**src/hdl/vram_pkg.sv**
```systemverilog
// Video memory package with bus widths, address map, LED timing and APB slave states
package vram_pkg;

    // Bus side
    typedef logic [15:0] apb_addr_t;
    typedef logic [31:0] apb_data_t;

    // Memory geometry
    localparam int VRAM32_WORDS     = 1056;
    localparam int VRAM8_WORDS      = 8192;
    localparam int VRAM32_ADDR_BITS = $clog2(VRAM32_WORDS);
    localparam int VRAM8_ADDR_BITS  = $clog2(VRAM8_WORDS);

    typedef logic [VRAM32_ADDR_BITS-1:0] vram32_addr_t;
    typedef logic [VRAM8_ADDR_BITS-1:0]  vram8_addr_t;
    typedef logic [31:0]                 vram32_word_t;
    typedef logic [7:0]                  vram8_word_t;

    // Word address map, limits are exclusive
    localparam apb_addr_t VRAM32_BASE  = 16'h0000;
    localparam apb_addr_t VRAM32_LIMIT = 16'h0420;
    localparam apb_addr_t VRAM8_BASE   = 16'h2000;
    localparam apb_addr_t VRAM8_LIMIT  = 16'h4000;

    // GPU activity LED on-time
    localparam int LED_MIN_CLK  = 16;
    localparam int LED_CNT_BITS = $clog2(LED_MIN_CLK + 1);

    typedef logic [LED_CNT_BITS-1:0] led_cnt_t;

    // APB slave phases
    typedef enum logic [1:0] {
        st_idle,
        st_access,
        st_read_wait
    } apb_state_t;

endpackage

```
**src/hdl/apb_vram_fsm.sv**
```systemverilog
// APB slave that decodes the video memory map and drives the CPU ports of both memories
`timescale 1ns/1ps

module apb_vram_fsm (
    input  logic                   clk,
    input  logic                   reset,

    // APB
    input  logic                   psel,
    input  logic                   penable,
    input  logic                   pwrite,
    input  vram_pkg::apb_addr_t    paddr,
    input  vram_pkg::apb_data_t    pwdata,
    output logic                   pready,
    output logic                   pslverr,
    output vram_pkg::apb_data_t    prdata,

    // 32-bit memory CPU port
    output vram_pkg::vram32_addr_t vram32_addr,
    output vram_pkg::vram32_word_t vram32_d,
    output logic                   vram32_we,
    input  vram_pkg::vram32_word_t vram32_q,

    // 8-bit memory CPU port
    output vram_pkg::vram8_addr_t  vram8_addr,
    output vram_pkg::vram8_word_t  vram8_d,
    output logic                   vram8_we,
    input  vram_pkg::vram8_word_t  vram8_q,

    // Activity pulse for the GPU LED
    output logic                   write_strobe
);

    import vram_pkg::*;

    apb_state_t state;
    apb_state_t next_state;

    logic       access;
    logic       in32;
    logic       in8;
    logic       in_range;
    logic       rd_hit;
    apb_addr_t  vram32_off;
    apb_addr_t  vram8_off;

    // Address decode, paddr is stable for the whole transfer
    assign in32     = (paddr >= VRAM32_BASE) && (paddr < VRAM32_LIMIT);
    assign in8      = (paddr >= VRAM8_BASE) && (paddr < VRAM8_LIMIT);
    assign in_range = in32 || in8;

    assign vram32_off  = paddr - VRAM32_BASE;
    assign vram8_off   = paddr - VRAM8_BASE;
    assign vram32_addr = vram32_off[VRAM32_ADDR_BITS-1:0];
    assign vram8_addr  = vram8_off[VRAM8_ADDR_BITS-1:0];

    // Only the low byte goes to the character memory
    assign vram32_d = pwdata;
    assign vram8_d  = pwdata[7:0];

    // First access cycle of a transfer
    assign access = (state == st_access) && psel && penable;

    // In-range read needs one wait state for the registered memory output
    assign rd_hit = access && !pwrite && in_range;

    assign vram32_we    = access && pwrite && in32;
    assign vram8_we     = access && pwrite && in8;
    assign write_strobe = vram32_we || vram8_we;

    assign pready  = (access && !rd_hit) || (state == st_read_wait);
    assign pslverr = access && !in_range;

    // Read data only in the completing cycle of an in-range read
    always_comb begin
        prdata = '0;
        if (state == st_read_wait) begin
            if (in8) begin
                prdata = apb_data_t'(vram8_q);
            end else begin
                prdata = vram32_q;
            end
        end
    end

    always_comb begin
        next_state = state;
        case (state)
            st_idle: begin
                // Setup cycle
                if (psel && !penable) begin
                    next_state = st_access;
                end
            end
            st_access: begin
                if (rd_hit) begin
                    next_state = st_read_wait;
                end else begin
                    next_state = st_idle;
                end
            end
            st_read_wait: begin
                next_state = st_idle;
            end
            default: begin
                next_state = st_idle;
            end
        endcase
    end

    always_ff @(posedge clk) begin
        if (reset) begin
            state <= st_idle;
        end else begin
            state <= next_state;
        end
    end

endmodule

```
**config.mk**
```make
export PLATFORM = sky130hd
export DESIGN_NAME = apb_vram_fsm
export DESIGN_NICKNAME = d
export VERILOG_FILES = /design/src/hdl/vram_pkg.sv /design/src/hdl/apb_vram_fsm.sv
export SDC_FILE = /design/constraint.sdc
export NUM_CORES = 1
export LEC_CHECK = 0
export BUFFER_PORTS_ARGS = -buffer_cell sky130_fd_sc_hd__buf_4
export CAP_MARGIN = 10
export CORE_AREA = 2 2 76 78
export DETAILED_ROUTE_END_ITERATION = 16
export DIE_AREA = 0 0 78 80
export GPL_ROUTABILITY_DRIVEN = 0
export GPL_TIMING_DRIVEN = 0
export PLACE_DENSITY_LB_ADDON = 0.05
export SLEW_MARGIN = 10
export SYNTH_ARGS = -nofsm -noshare
export SYNTH_HDL_FRONTEND = slang
export SYNTH_SLANG_ARGS = --single-unit
```
**constraint.sdc**
```tcl
create_clock -name clk -period 3 [get_ports clk]
set_clock_uncertainty 0.1 [all_clocks]
set_input_delay 0.3 -clock clk [delete_from_list [all_inputs] [get_ports clk]]
set_output_delay 0.3 -clock clk [all_outputs]
set_load 0.1 [all_outputs]
```
-- Word-level counts from Yosys, hierarchy flattened
Index checks and enable logic that the tools add are counted.
- register bits: 2
- latch bits: 0
- bits in writable memories: 0
- memories kept: 0
- output and inout bits: 101
- ROM bits: 0
- word-level logic and storage cells: 34
- reduce and logical (&&, ||, !) cells: 20
- div/mod/pow operators: 0
- bitwise gates (word level): 0
- equal/unequal tests: 3
- shift operators: 0
- multiplexer cells: 5
- $mul: 0
- $lt $le $gt $ge: 4
- add/sub/neg operators: 1
- operators with widths (cell ; number):
    two-way mux 32 bit ; 2
    >= comparator 16 x 1 -> 1 bit (second input constant) ; 1
    >= comparator 16 x 14 -> 1 bit (second input constant) ; 1
    less-than comparator 16 x 11 -> 1 bit (second input constant) ; 1
    less-than comparator 16 x 15 -> 1 bit (second input constant) ; 1
    subtractor 13 x 1 -> 13 bit (second input constant) ; 1
    logical AND 1 bit ; 12
    zero test 1 bit ; 4
    two-way mux 2 bit ; 2
    case mux 2 bit (2 select lines) ; 1
    logical OR 1 bit ; 3
    equality test 2 x 1 -> 1 bit (second input constant) ; 1
    equality test 2 bit (second input constant) ; 1
    zero test 2 bit ; 1
    inequality test 2 bit (second input constant) ; 1

-- Depth between registers and ports, before layout
- depth after elaboration: 8
- gate-level depth with buffers: 5
- mapped depth without buffers: 4

-- Worst setup path before layout
OpenSTA, ideal clock, no wires.
- kind: input port to output port
- start point: input port psel
- end point: output port pready
- arrival time: 3.040 ns
- slack: -0.440 ns
- cell stages on the path: 3
- path through: nor2b_1 nand3_1 a221oi_1
- cells in the longest elaborated chain, start to end: 7
- RTL lines (item ; line ; source):
    start: declaration ; apb_vram_fsm.sv:9 ; input logic psel,
    logical AND 1 bit (*) (2 in series) ; apb_vram_fsm.sv:62 ; assign access = (state == st_access) && psel && penable;
    logical AND 1 bit (2 in series) ; apb_vram_fsm.sv:65 ; assign rd_hit = access && !pwrite && in_range;
    zero test 1 bit ; apb_vram_fsm.sv:71 ; assign pready = (access && !rd_hit) || (state == st_read_wait);
    logical AND 1 bit (*) ; apb_vram_fsm.sv:71 ;
    logical OR 1 bit (*) ; apb_vram_fsm.sv:71 ;
    end: declaration ; apb_vram_fsm.sv:14 ; output logic pready,
Every way passes the cells marked *; elsewhere a longest branch is shown, timed or not.

-- Worst setup path in the final report
- start point: register state[0]
- end point: output port prdata[29]
- cells in the longest elaborated chain, start to end: 2
- RTL lines (item ; line ; source):
    start: declaration ; apb_vram_fsm.sv:36 ; apb_state_t state;
    start signal: assignment ; apb_vram_fsm.sv:113 ; state <= st_idle;
    start signal: assignment ; apb_vram_fsm.sv:115 ; state <= next_state;
    equality test 2 bit ; apb_vram_fsm.sv:77 ; if (state == st_read_wait) begin
    two-way mux 32 bit ; apb_vram_fsm.sv:77 ;
    end: declaration ; apb_vram_fsm.sv:16 ; output vram_pkg::apb_data_t prdata,
Every way passes these cells.

==> flow_summary.yaml <==
run_status:
  status: "complete, no violations"
power:
  ir_drop_mv: 0.197
  p_leak_uw: 0.00130
  total_power_uw: 683
  p_per_area_nw_per_um2: 301
logic_synthesis:
  synthTopCellsByArea: "buf_4 50%, and2_1 16%, nand2_1 7.0%"
  synth_area_per_cell_um2: 6.89
  postSynthRegisterBits: 2
  syn_inst: 140
  seq_area_frac_synth_pct: 4.15
  async_reset_ff_share_pct: 0
  synth.yosys.warnings: 0
  synth.largest_area_cell: "buf_4"
  synth_edf_count: 0
  synth_cell_types: 22
  synthesis.nets: 233
  synth_common_cells: "64 x buf_4, 25 x and2_1, 18 x nand2_1, 8 x a21oi_1, 4 x nor2_1"
  synthesis.area_um2: 965
  ys.flop_type: "dfxtp_1"
  yosysMostFrequentCell: "buf_4"
  yosys.area.top_type_share_pct: 49.8
placement:
  pre_cts_ws_ns: 0.949
  place_hpwl_um: 3680
  port_buffers: 156
global_route:
  grt.total_usage_pct: 11.0
  grt_first_pass_wirelength_um: 5630
  antenna_found_initial: 0
  grt_pass1_vias: 1184
  grt_max_degree: 11
  grt.overflow.total: 0
floorplanning:
  die-area_um2: 6240
  core_um2: 5410
  die_y_um: 80
  row_count: 27
  io_pins: 194
  start_util_pct: 17.8
  die_w_um: 78
setup_path:
  cpMaxStageDelayCell: "dfxtp_1"
  cp_max_fo: 10
  cp.arrival_ns: 1.85
  critPathCaptureType: "output pin"
  start_kind: "flop"
  crit_type: "reg2out"
  cp.required_ns: 2.60
  slowest_delay_ns: 0.32
  worstPathCellList: "nand2b_1 > buf_2 > nor2_2 > clkbuf_1 > and2_1 > buf_4"
timing:
  worstMarginPinSlew_ns: 0.347
  relSlewSlack_pct: 76.8
  fmax_mhz: 445
  tns_ns: 0
  drv_slew: 0
  rsz0062_at_grt: "no"
  report.final.hold_viol_count: 0
  setup_ws_ns: 0.754
  period_share_pct: 74.9
  setup_viol_count_final: 0
  period_minus_slack_ns: 2.25
final_layout:
  drive_above_1_share_pct: 77.9
  largest_register: "state"
  nFillCells: 567
  largest_register_ffs: 2
  area.growth.synth_to_final_pct: 136
  reg.largest.list: "state x2"
  antenna_cells: 0
  nNetsFinal: 394
clock_network:
  clk_path_buf_depth: 2
  clkSinkCount: 2
  cts_tree: "yes"
  root_buffer: "clkbuf_8"
  h-tree-depth: 1
  post_cts_resized: 0
  clk_pin_slew_ns: 0.03
  hold_buffers: 0
  clock_latency_ns: 0.21
  cts_inserted_buffers: 3
  post_cts_buffers: 0
drt:
  drtIter0Drc: 19
  drc: 0
  vias_per_cell: 3.63
  drt-total-wl_um: 4070
  firstDrtPassIters: 4
  ant_nets: 0
  dr_total_vias: 1345
  routedWlPerCell_um: 11.0
worst_hold_path:
  min_path_type: "in2reg"
flow_run:
  cap_viol_max_count: 0
==> power by group <==
group          total, uW  internal (uW)  switching, uW
Combinational        550            161            390
Clock                105           84.7           20.1
Sequential          27.9           27.4          0.509
==> path summary, 6_finish.rpt <==
kind / from / end / slack (ns) / cells past startpoint
setup / recovery: state[0] / prdata[29] / 0.75 / 6
setup reg to reg: state[1] / state[1] / 1.83 / 3
hold reg to reg: state[0] / state[0] / 0.37 / 1
hold / removal: penable / state[0] / 0.18 / 2
==> cell usage in the layout (no fill, tap or decap) <==
| cell | count |
|---|---|
| clkbuf_1 | 2 |
| nor2b_1 | 2 |
| nor4_4 | 1 |
| a21oi_1 | 8 |
| dfxtp_1 | 2 |
| buf_2 | 2 |
| nor4b_1 | 1 |
| nor2_2 | 1 |
| nand2_1 | 18 |
| and2_1 | 25 |
| o21ai_2 | 1 |
| a221oi_2 | 1 |
| nand2b_1 | 1 |
| buf_4 | 220 |
| nand3_1 | 1 |
| clkbuf_8 | 3 |
| and3_1 | 1 |
| nand4_1 | 1 |
| nor2b_4 | 1 |
| nor4b_4 | 1 |
| or4_4 | 1 |
| a21oi_2 | 1 |
| nor2_1 | 4 |
==> critical path: cells and delay by family, from the launching register on <==
| kind | cells | cell delay, ns |
|---|---|---|
| flops | 1 | 0.32 |
| buf+inv | 3 | 0.77 |
| simple gates | 3 | 0.54 |
==> metrics by stage <==
step | hold WS, ns | area (um2) | utilization, % | instances
after global routing | 0.170 | 2270 | 42.1 | 371
after detailed placement | 0.357 | 2230 | 41.3 | 368
after floorplan | 0.271 | 971 | - | 140
after CTS | 0.166 | 2270 | 42.1 | 371
after global placement | 0.363 | 2230 | 41.3 | 368
final | 0.176 | 2270 | 42.1 | 371
==> metal layers <==
layer	track usage (%)	part of all wire, %	vias to the layer above
met5	0	0	-
met4	1.05	0	0
met3	2.83	12	0
met2	21.9	55	95
met1	12.0	33	553
li1	-	-	697
==> kinds of logic (layout without fill, tap and decap cells) <==
kind of cell           count (synthesis)  in the layout  synth area share, %
and+or+nand+nor                       59             59                 37.4
DFF                                    2              2                 4.15
AOI/OAI and AO/OA                     11             11                 6.87
buffers and inverters                 68            227                 51.6
==> area by class of cell <==
| cell class | instances | area, um2 | share of cell area (%) |
|---|---|---|---|
| sequential | 2 | 40.0 | 1.76 |
| multi-input combinational | 70 | 433 | 19.0 |
| tap | 72 | 90.1 | 3.96 |
| buffer | 68 | 498 | 21.9 |
| clock buffer | 3 | 41.3 | 1.82 |
| timing repair buffer | 156 | 1170 | 51.5 |
(Power assumes the default switching activity.)
