--- config.mk ---
export PLATFORM = sky130hd
export DESIGN_NAME = led_visualizer
export DESIGN_NICKNAME = d
export VERILOG_FILES = /design/src/hdl/vram_pkg.sv /design/src/hdl/led_visualizer.sv
export SDC_FILE = /design/constraint.sdc
export NUM_CORES = 1
export LEC_CHECK = 0
export BUFFER_PORTS_ARGS = -buffer_cell sky130_fd_sc_hd__buf_4
export CAP_MARGIN = 20
export CORE_AREA = 2 2 39 41
export CTS_BUF_LIST = sky130_fd_sc_hd__clkbuf_8 sky130_fd_sc_hd__clkbuf_16
export DETAILED_ROUTE_END_ITERATION = 6
export DIE_AREA = 0 0 41 43
export HOLD_SLACK_MARGIN = 0.06
export PLACE_DENSITY = 0.4
export REMOVE_ABC_BUFFERS = 1
export SETUP_SLACK_MARGIN = 0.5
export SYNTH_ARGS = -nofsm -noshare
export SYNTH_HDL_FRONTEND = slang
export SYNTH_SLANG_ARGS = --single-unit
--- constraint.sdc ---
create_clock -name clk -period 2.8 [get_ports clk]
set_clock_uncertainty 0.15 [all_clocks]
set_input_delay 0.56 -clock clk [delete_from_list [all_inputs] [get_ports clk]]
set_output_delay 0.56 -clock clk [all_outputs]
set_load 0.01 [all_outputs]
--- src/hdl/vram_pkg.sv ---
// Video memory package with bus widths, address map, LED timing and APB slave states
package vram_pkg;

    // Bus side
    typedef logic [15:0] apb_addr_t;
    typedef logic [31:0] apb_data_t;

    // Memory geometry
    localparam int VRAM32_WORDS     = 1056;
    localparam int VRAM8_WORDS      = 8192;
    localparam int VRAM32_ADDR_BITS = $clog2(VRAM32_WORDS);
    localparam int VRAM8_ADDR_BITS  = $clog2(VRAM8_WORDS);

    typedef logic [VRAM32_ADDR_BITS-1:0] vram32_addr_t;
    typedef logic [VRAM8_ADDR_BITS-1:0]  vram8_addr_t;
    typedef logic [31:0]                 vram32_word_t;
    typedef logic [7:0]                  vram8_word_t;

    // Word address map, limits are exclusive
    localparam apb_addr_t VRAM32_BASE  = 16'h0000;
    localparam apb_addr_t VRAM32_LIMIT = 16'h0420;
    localparam apb_addr_t VRAM8_BASE   = 16'h2000;
    localparam apb_addr_t VRAM8_LIMIT  = 16'h4000;

    // GPU activity LED on-time
    localparam int LED_MIN_CLK  = 16;
    localparam int LED_CNT_BITS = $clog2(LED_MIN_CLK + 1);

    typedef logic [LED_CNT_BITS-1:0] led_cnt_t;

    // APB slave phases
    typedef enum logic [1:0] {
        st_idle,
        st_access,
        st_read_wait
    } apb_state_t;

endpackage

--- src/hdl/led_visualizer.sv ---
// Activity LED timer that stretches short write pulses into a visible on-time
`timescale 1ns/1ps

module led_visualizer (
    input  logic clk,
    input  logic reset,
    input  logic write_strobe,
    output logic led
);

    import vram_pkg::*;

    led_cnt_t cnt;

    // Each strobe restarts the full on-time
    always_ff @(posedge clk) begin
        if (reset) begin
            cnt <= '0;
        end else if (write_strobe) begin
            cnt <= led_cnt_t'(LED_MIN_CLK);
        end else if (cnt != '0) begin
            cnt <= cnt - 1'b1;
        end
    end

    // Lit for LED_MIN_CLK cycles after the last strobe
    assign led = (cnt != '0);

endmodule

Word-level counts from Yosys, hierarchy flattened
Index checks and enable logic that the tools add are counted.
W data, S select, Z words.
{ "totals": {"reg_bits": 5, "inputBits": 3, "out_inout_bits": 1, "elab_cells": 8} }
{ "op_classes": {"addsub": 1, "mux": 2, "n_reduce_logical": 3} }
{ "op_table": {"columns": ["op", "n"], "rows": [
  ["$mux W5", 2],
  ["$reduce_bool A5 Y1", 1],
  ["$sub A5 B1 Y5 const B", 1],
  ["$reduce_bool A2 Y1", 1],
  ["$reduce_or A2 Y1", 1]
]} }

Logic depth before layout (Yosys ltp)
Gate-level depths: netlist of the first run.
{ "depth": {"ltp_word": 3, "depth_mapped": 6, "ltp_nobuf": 5} }

Worst setup path before layout of the first run
No wires, ideal clock.
{ "synth_path": {"kind": "register -> output", "start": "register cnt[0]", "end": "output led", "t_arrival_ps": 1118, "required_time_ps": 2090, "setup_slack_ps": 972, "path_stages_with_launch": 5, "path_buffers": 1, "path_cell_list": "dfxtp_1 inv_1 ha_1 or4b_1 clkbuf_2"} }
{ "synth_between": {"elab_chain_cells": 1} }
{ "synth_lines": {"columns": ["item", "line_no", "source"], "rows": [
  ["from (decl)", "led_visualizer.sv:13", "led_cnt_t cnt;"],
  ["from (signal assigned)", "led_visualizer.sv:20", "cnt <= led_cnt_t'(LED_MIN_CLK);"],
  ["from (signal assigned)", "led_visualizer.sv:22", "cnt <= cnt - 1'b1;"],
  ["$reduce_bool A5 Y1", "led_visualizer.sv:27", "assign led = (cnt != '0);"],
  ["to (decl)", "led_visualizer.sv:8", "output logic led"]
]} }
Every way passes these cells.

Worst setup path in the final report of the first run
Ends and elaborated chain as after synthesis.

==> flow_summary.json, run 1 <==
{
  "place_hpwl_um": 307,
  "drcViolationCount": 0,
  "cts_buffers": 3,
  "post_cts_buffers": 0,
  "grtUsageTotal_pct": 7.22,
  "vias": 180,
  "drv_slew": 0,
  "total_power_mw": 0.292,
  "crit_path_start_kind": "flip-flop",
  "cp.required_ps": 2090,
  "drv_cap": 0,
  "ys_warn_count": 0,
  "synthSimpleGateAreaFrac_pct": 23.0,
  "io_buffers": 3,
  "wl_per_cell_um": 8.63,
  "fin_nets": 35,
  "antenna_left": 0,
  "ir_drop_mv": 0.243,
  "grt_max_degree": 6,
  "grt_setup_unrepaired": "no",
  "hold_slack_ps": 339,
  "timing.fmax_mhz": 455,
  "largest_register": "cnt",
  "final_cell_mix": "nor2_1, dfxtp_1",
  "reg.largest.list": "cnt x5",
  "largest_register_ffs": 5,
  "r2r_slack_ps": 1100,
  "relSlewSlack_pct": 82.0,
  "worst_pin_slew_ps": 268,
  "crit_type": "reg -> out",
  "first_iter_violations": 0,
  "worst_ep_arrival_time_ps": 1490,
  "yosysSeqAreaShare_pct": 44.9,
  "clk_pin_slew_ps": 30,
  "grt_pass1_wl_um": 765,
  "clock-sinks": 5,
  "yosys.area.top_type": "dfxtp_1",
  "drive_gt1_share_pct": 30.0,
  "antenna_found_initial": 0,
  "outcome": "finished, final reports clean",
  "critPathMaxFanout": 5,
  "dr.pass1.iters": 1,
  "gr-total-overflow": 0,
  "synthAdderAreaFrac_pct": 5.62,
  "final-setup-viol-count": 0,
  "clockBufferDepth": 2,
  "finalWeightedCongestion": 0.662,
  "synth_area_per_cell_um2": 9.28,
  "synth_cell_types": 12,
  "crit_path_end_kind": "output pin",
  "grt_pass1_vias": 194,
  "finalSetupTns_ps": 0,
  "finalHoldViolations": 0,
  "p_per_area_mw_per_mm2": 945,
  "cts_tree": "yes",
  "synth_area_um2": 223,
  "die_x_um": 41,
  "synth.area.top_cells": "dfxtp_1, xnor2_1, nor2_1",
  "clock_latency_ps": 220,
  "cts_hold_buf": 0,
  "hold_class": "reg -> reg",
  "synth-xor-area-share_pct": 11.8,
  "num_antenna_cells": 0,
  "synth_top_area_share_pct": 44.9,
  "synth_top_family_by_area": "simple AND/OR/NAND/NOR gates",
  "design_area_um2": 309,
  "area_growth_pct": 38.8,
  "synthMuxAreaShare_pct": 0,
  "root_buffer": "clkbuf_8",
  "cts_max_level": 1,
  "drt_wl_total_um": 397,
  "placed_area_um2": 260,
  "dieArea_mm2": 0.00176,
  "cp_slowest_cell": "or4b_4",
  "power.leakage_nw": 0.125,
  "synth_cells": 24,
  "vias_per_cell": 3.91,
  "period_share_pct": 78.4,
  "rows": 14,
  "start_util_pct": 16.1,
  "synth-compound-area-share_pct": 8.99,
  "ys_ff_latch": 5,
  "coreArea_mm2": 0.00138,
  "finalCriticalPeriod_ps": 2200,
  "io-pin-count": 4,
  "die_y_um": 43,
  "cpPeakStageDelay_ps": 520,
  "crit_chain": "inv_1 > ha_1 > or4b_4 > buf_4"
}
==> worst paths after layout <==
check                      startpoint                   to  cells after the start
hold / removal    cnt[4]$_SDFFE_PP0P_  cnt[4]$_SDFFE_PP0P_                      2
hold reg to reg   cnt[4]$_SDFFE_PP0P_  cnt[4]$_SDFFE_PP0P_                      2
setup reg to reg  cnt[0]$_SDFFE_PP0P_  cnt[1]$_SDFFE_PP0P_                      4
setup / recovery  cnt[0]$_SDFFE_PP0P_                  led                      4
==> cells in the mapped netlist <==
library cell / n
a21oi_1: 1
nor2_1: 5
a2111oi_2: 1
dfxtp_1: 5
clkbuf_2: 1
ha_1: 1
nor3_1: 2
nand2_1: 1
or3b_2: 1
inv_1: 2
or4b_1: 1
xnor2_1: 3
==> through the flow <==
stage,std cells,setup WS [ps],utilization [%]
6_report,46,604,22.3
5_1_grt,46,526,22.3
4_1_cts,46,511,22.1
3_5_place_dp,42,761,18.8
3_3_place_gp,42,771,18.8
2_1_floorplan,23,986,-
==> routing by layer <==
| metal | wire [um] | track usage, % |
|---|---|---|
| met3 | 21 | 3.14 |
| met2 | 200 | 9.06 |
| met4 | 27 | 10.0 |
| met5 | 0 | 0 |
| met1 | 146 | 7.05 |
==> logic make-up (layout without fill, tap and decap cells) <==
kind of cell	count (synthesis)	count (layout)
and+or+nand+nor	10	10
buffers and inverters	3	9
xor gates and xnor gates	3	3
adders and majority gates	1	1
AOI/OAI and AO/OA	2	2
DFF	5	5
==> final cells by class <==
class	instances	area, um^2
inverters	2	7.51
clock inverters	1	3.75
clock buffers	3	41.3
fillers	149	1070
flip-flops and latches	5	100
repair buffers	3	22.5
multi-input cells	16	114
well taps	16	20.0
==> critical path: cells and delay by family (launching register included) <==
family        cells  cell delay [ps]
flops             1              320
buf+inv           2              230
fa+ha+maj         1              180
simple gates      1              520
==> power breakdown <==
part	leakage [nW]	switching (mW)	internal (mW)
clock	0.0269	0.0344	0.0938
combinational	0.0572	0.0343	0.0404
sequential	0.0412	0.00792	0.0811
total	0.125	0.0766	0.215
==> timing repair <==
item / in CTS / in global routing
hold endpoints to repair: 0 / 0
setup endpoints to repair: 0 / 1
resized for setup: 0 / 1
No activity file was read; power rests on OpenSTA's default activity.
==> run 2, diff against run 1 <==
- ABC_AREA: default -> 1
- PLACE_DENSITY: 0.4 -> 0.42
- clock period: 2.8 -> 2.2 ns (I/O delays scaled with it)
==> run 2 against run 1 <==
Against the previous run: first-iteration DRC count is the same; utilization grew 4.2 points; synthesized cell count grew 38%; critical path type unchanged; worst hold slack lost 110 ps; register-to-register slack lost 60 ps; cell count grew 26%; critical path depth is the same; highest routed layer unchanged; sequential cell count is the same; critical endpoint unchanged; final area grew 19%; global-route usage shrank 0.78 points; setup slack lost 48 ps.
==> flow_summary.json, run 2 <==
{
  "synth_top_area_share_pct": 41.0,
  "reg2reg_to": "cnt[2]$_SDFFE_PP0P_",
  "finalSetupTns_ps": 0,
  "drive_gt1_share_pct": 31.0,
  "synth_cells": 33,
  "synth_area_um2": 244,
  "gr-usage-met3_pct": 3.14,
  "root_buffer": "clkbuf_8",
  "wl_per_cell_um": 8.48,
  "grt_max_degree": 6,
  "dieArea_mm2": 0.00176,
  "multi_input_area_um2": 145,
  "final-setup-viol-count": 0,
  "cts_tree": "yes",
  "cts_max_level": 1,
  "grtUsageMet2_pct": 6.25,
  "rows": 14,
  "design_area_um2": 367,
  "area_growth_pct": 50.3,
  "grtUsageTotal_pct": 6.45,
  "power.switching_mw": 0.106,
  "layout_commonest_cell": "nand2_1",
  "clk_pin_slew_ps": 40,
  "regArea_um2": 100,
  "drv_slew": 0,
  "synth.area.top_cells": "dfxtp_1, nand2_1, nor2_1",
  "first_iter_violations": 0,
  "min_path_cells": 2,
  "power.leakage_nw": 0.181,
  "largest_register": "cnt",
  "grt_pass1_wl_um": 683,
  "crit_path_end_kind": "output pin",
  "worst_pin_slew_ps": 209,
  "die_x_um": 41,
  "start_util_pct": 17.6,
  "drt_wl_total_um": 492,
  "die_y_um": 43,
  "drv_cap": 0,
  "p_per_area_mw_per_mm2": 1030,
  "clkPwrFrac_pct": 44.1,
  "antenna_found_initial": 0,
  "relSlewSlack_pct": 86.0,
  "synth_edf_count": 0,
  "clockBufferDepth": 2,
  "synth_ff_type": "dfxtp_1",
  "seq_power_share_pct": 28.9,
  "vias_per_cell": 3.90,
  "dp.cells": 52,
  "grt_busiest_layer": "met1",
  "crit_chain": "inv_2 > ha_4 > nand3_4 > buf_4",
  "grt_pass1_vias": 177,
  "fin_nets": 47,
  "synthArstFlopShare_pct": 0,
  "largest_register_ffs": 5,
  "gr-total-overflow": 0,
  "antenna_left": 0,
  "final_cell_mix": "nand2_1, nor2_1, dfxtp_1, buf_4, inv_1",
  "fin_util_pct": 26.5,
  "hold_class": "in -> reg",
  "cts_hold_buf": 0,
  "io_buffers": 3,
  "synth_area_per_cell_um2": 7.39,
  "synth.most_common_cell": "nand2_1",
  "critPathMaxFanout": 5,
  "grtUsageMet1_pct": 8.44,
  "ys_warn_count": 0,
  "yosys.area.top_type": "dfxtp_1",
  "outcome": "finished, final reports clean",
  "crit_path_start_kind": "flip-flop",
  "cp_slowest_cell": "dfxtp_1",
  "p_int_mw": 0.272,
  "r2r.worst_path.cells": 5,
  "reg.largest.list": "cnt x5",
  "synthTopCellsByCount": "nand2_1, nor2_1, dfxtp_1, inv_1",
  "fillers": 149,
  "synth_cell_types": 11,
  "period_share_pct": 74.7,
  "finalWeightedCongestion": 0.728,
  "pwr-share-comb_pct": 27.0,
  "vias": 226,
  "ys_ff_latch": 5,
  "coreArea_mm2": 0.00138,
  "timing.fmax_mhz": 608,
  "drcViolationCount": 0,
  "num_antenna_cells": 0,
  "cp.required_ps": 1610,
  "clock_latency_ps": 220,
  "cpPeakStageDelay_ps": 310,
  "finalHoldViolations": 0,
  "clock-sinks": 5,
  "fin_cells": 58,
  "timing.rr.start": "cnt[1]$_SDFFE_PP0P_",
  "r2r_slack_ps": 1040,
  "ir_drop_mv": 0.351,
  "yosysSeqAreaShare_pct": 41.0,
  "total_power_mw": 0.378,
  "switching_share_pct": 28.1,
  "placed_area_um2": 287,
  "worstHoldStart": "reset",
  "finalCriticalPeriod_ps": 1640,
  "holdPathEnd": "cnt[4]$_SDFFE_PP0P_",
  "grt_setup_unrepaired": "no",
  "cts_buffers": 3,
  "worst_ep_arrival_time_ps": 1050,
  "dr.pass1.iters": 1,
  "io-pin-count": 4,
  "crit_type": "reg -> out"
}
[run 2: power by group through the flow]
stage / Combinational (mW) / Sequential, mW / Clock [mW]
3_3_place_gp: 0.0782 / 0.110 / 0
5_1_grt: 0.112 / 0.111 / 0.179
3_5_place_dp: 0.0763 / 0.110 / 0
2_1_floorplan: 0.0576 / 0.109 / 0
6_report: 0.102 / 0.109 / 0.167
4_1_cts: 0.0838 / 0.109 / 0.170
[run 2: stage by stage]
| stage | setup WS [ps] | hold slack (ps) |
|---|---|---|
| floorplan | 847 | 305 |
| detailed placement | 630 | 326 |
| global route | 514 | 230 |
| finish | 556 | 228 |
| CTS | 524 | 227 |
| global placement | 624 | 328 |
[run 2: cell families (layout without fill, tap and decap cells)]
logic type / count (synthesis) / in the layout / synth area share, %
xor+xnor: 1 / 1 / 3.59
buf+inv: 5 / 14 / 7.69
fa+ha+maj: 1 / 1 / 5.13
simple gates: 19 / 19 / 38.5
flops: 5 / 5 / 41.0
compound gates: 2 / 2 / 4.10
[run 2: layout make-up]
type | instances | share of cell area (%)
clock buffer | 3 | 11.3
clock inverter | 1 | 1.02
inverter | 5 | 5.12
multi-input combinational | 23 | 39.6
sequential | 5 | 27.3
tap | 16 | 5.46
timing repair buffer | 5 | 10.2
[run 2: routing by layer]
layer	up-vias	share of wire [%]
met4	0	4.7
met3	3	5.3
li1	121	-
met5	-	0
met2	7	40
met1	95	49
[run 2: worst max path at each step]
stage                                   start  endpoint  slack [ps]  cells after the start
after floorplan           cnt[0]$_SDFFE_PP0P_       led         850                      3
after global placement    cnt[0]$_SDFFE_PP0P_       led         620                      4
after detailed placement  cnt[0]$_SDFFE_PP0P_       led         630                      4
after CTS                 cnt[0]$_SDFFE_PP0P_       led         520                      4
after global routing      cnt[1]$_SDFFE_PP0P_       led         510                      4
final                     cnt[0]$_SDFFE_PP0P_       led         560                      4
[run 2: worst max-delay path: cells and delay by family, from the launching register on]
family / cells / cell delay, ps
DFF: 1 / 310
buffers and inverters: 2 / 250
adders and majority gates: 1 / 180
and+or+nand+nor: 1 / 100
[run 2: what timing repair did]
item | in CTS | in global routing
pin swaps | 0 | 1
endpoints found under the setup margin | 1 | 1
buffers inserted | 0 | 2
gates resized for setup | 3 | 2
hold endpoints to repair | 0 | 0
==> run 3, diff against run 2 <==
- PLACE_DENSITY: 0.42 -> 0.43
- clock period: 2.2 -> 1.32 ns (I/O delays scaled with it)
==> run 3 against run 2 <==
Against the previous run: the flow now finishes with violations (setup timing); global-route usage grew 2.5 points; critical endpoint unchanged; final area up 25%; non-clock buffer count is 8 higher; worst hold slack worse by 170 ps; first-iteration DRC count up 6; sequential cell count stayed put; critical path depth is the same; register-to-register slack got worse by 1100 ps; largest cell class unchanged; count of clock-buffer cells in the layout unchanged.
==> flow_summary.json, run 3 (synthesized netlist as in run 2, its figures left out) <==
{
  "outcome": "finished, violations left",
  "violations": "setup timing",
  "drt_wl_total_um": 649,
  "finalHoldViolations": 0,
  "root_buffer": "clkbuf_8",
  "multi_input_area_um2": 163,
  "cts_tree": "yes",
  "crit_path_start_kind": "flip-flop",
  "clock-sinks": 5,
  "final_cell_mix": "buf_4, nand2_1, nor2_1",
  "critPathMaxFanout": 2,
  "cts_buffers": 3,
  "largest_register_ffs": 5,
  "crit_path_end_kind": "output pin",
  "area_growth_pct": 87.2,
  "r2r_slack_ps": -40,
  "fin_nets": 55,
  "ir_drop_mv": 0.476,
  "grtUsageTotal_pct": 8.93,
  "period_share_pct": 105,
  "clockBufferDepth": 2,
  "cp.required_ps": 910,
  "grt_pass1_wl_um": 966,
  "num_antenna_cells": 0,
  "timing.fmax_mhz": 724,
  "clock_latency_ps": 220,
  "regArea_um2": 101,
  "grt_pass1_vias": 261,
  "drive_gt1_share_pct": 52.0,
  "worstHoldStart": "reset",
  "p_per_area_mw_per_mm2": 1600,
  "clk_pin_slew_ps": 30,
  "hold_class": "in -> reg",
  "worst_ep_arrival_time_ps": 970,
  "finalSetupTns_ps": -139,
  "reg.largest.list": "cnt x5",
  "fillers": 140,
  "cts_max_level": 1,
  "dr.pass1.iters": 3,
  "antenna_left": 0,
  "worst_pin_slew_ps": 314,
  "largest_register": "cnt",
  "drv_slew": 0,
  "relSlewSlack_pct": 79.0,
  "finalWeightedCongestion": 0.644,
  "vias_per_cell": 3.86,
  "gr-total-overflow": 0,
  "drv_cap": 0,
  "hold_slack_ps": 55.1,
  "grt_setup_unrepaired": "yes",
  "grt_max_degree": 5,
  "crit_type": "reg -> out",
  "power.leakage_nw": 0.229,
  "grt_busiest_layer": "met2",
  "io_buffers": 3,
  "io-pin-count": 4,
  "wl_per_cell_um": 9.83,
  "antenna_found_initial": 0,
  "grtUsageMet2_pct": 15.3,
  "drcViolationCount": 0,
  "setup_slack_ps": -60.7,
  "rows": 14,
  "start_util_pct": 17.6,
  "finalCriticalPeriod_ps": 1380,
  "coreArea_mm2": 0.00138,
  "dieArea_mm2": 0.00176,
  "die_x_um": 41,
  "vias": 255,
  "layout_commonest_cell": "buf_4",
  "startpoint": "cnt[0]$_SDFFE_PP0P_",
  "grtUsageMet1_pct": 6.09,
  "gr-usage-met3_pct": 4.71,
  "timing.rr.start": "cnt[0]$_SDFFE_PP0P_",
  "first_iter_violations": 6,
  "final-setup-viol-count": 5,
  "die_y_um": 43
}
[run 3: what timing repair did]
| item | CTS | global route |
|---|---|---|
| buffers inserted | 5 | 1 |
| cloned | 0 | 0 |
| hold endpoints to repair | 1 | 1 |
| setup endpoints to repair | 6 | 6 |
| pin swaps | 1 | 1 |
| resized for setup | 12 | 2 |
[run 3: area by class of cell]
type,instances,share of cell area (%)
clock buffer,3,9.04
clock inverter,1,0.822
inverter,5,4.11
multi-input combinational,23,35.6
sequential,5,22.2
tap,16,4.38
timing repair buffer,13,23.8
[run 3: report_power, final]
part	internal [mW]	leakage (nW)	total, mW	switching (mW)
logic	0.157	0.161	0.271	0.115
registers	0.169	0.0415	0.184	0.0146
clock network	0.200	0.0269	0.277	0.0778
[run 3: layer usage]
metal | part of all wire (%) | wire length (um)
met5 | 0 | 0
met4 | 1.8 | 12
met3 | 4.9 | 32
met2 | 53 | 346
met1 | 40 | 257
[run 3: path summary, 6_finish.rpt]
| check | to | cells past startpoint |
|---|---|---|
| hold / removal | cnt[4]$_SDFFE_PP0P_ | 2 |
| setup reg to reg | cnt[0]$_SDFFE_PP0P_ | 9 |
| setup / recovery | led | 4 |
| hold reg to reg | cnt[4]$_SDFFE_PP0P_ | 2 |
[run 3: stage by stage]
stage / utilization (%) / worst slack, ps / cells / cell area (um^2) / total power, mW
final: 33.0 / -60.7 / 66 / 457 / 0.733
after global routing: 33.0 / -87.4 / 66 / 457 / 0.777
after global placement: 22.9 / 93.8 / 56 / 317 / 0.343
after detailed placement: 22.9 / 94.7 / 56 / 317 / 0.343
after floorplan: - / 143 / 33 / 244 / 0.277
after CTS: 32.0 / -53.5 / 65 / 443 / 0.724
[run 3: worst max-delay path, stage by stage, from the launching register on]
cell	delay, ps
dfxtp_1	310
inv_2	80
ha_4	150
nand3_4	80
buf_6	130
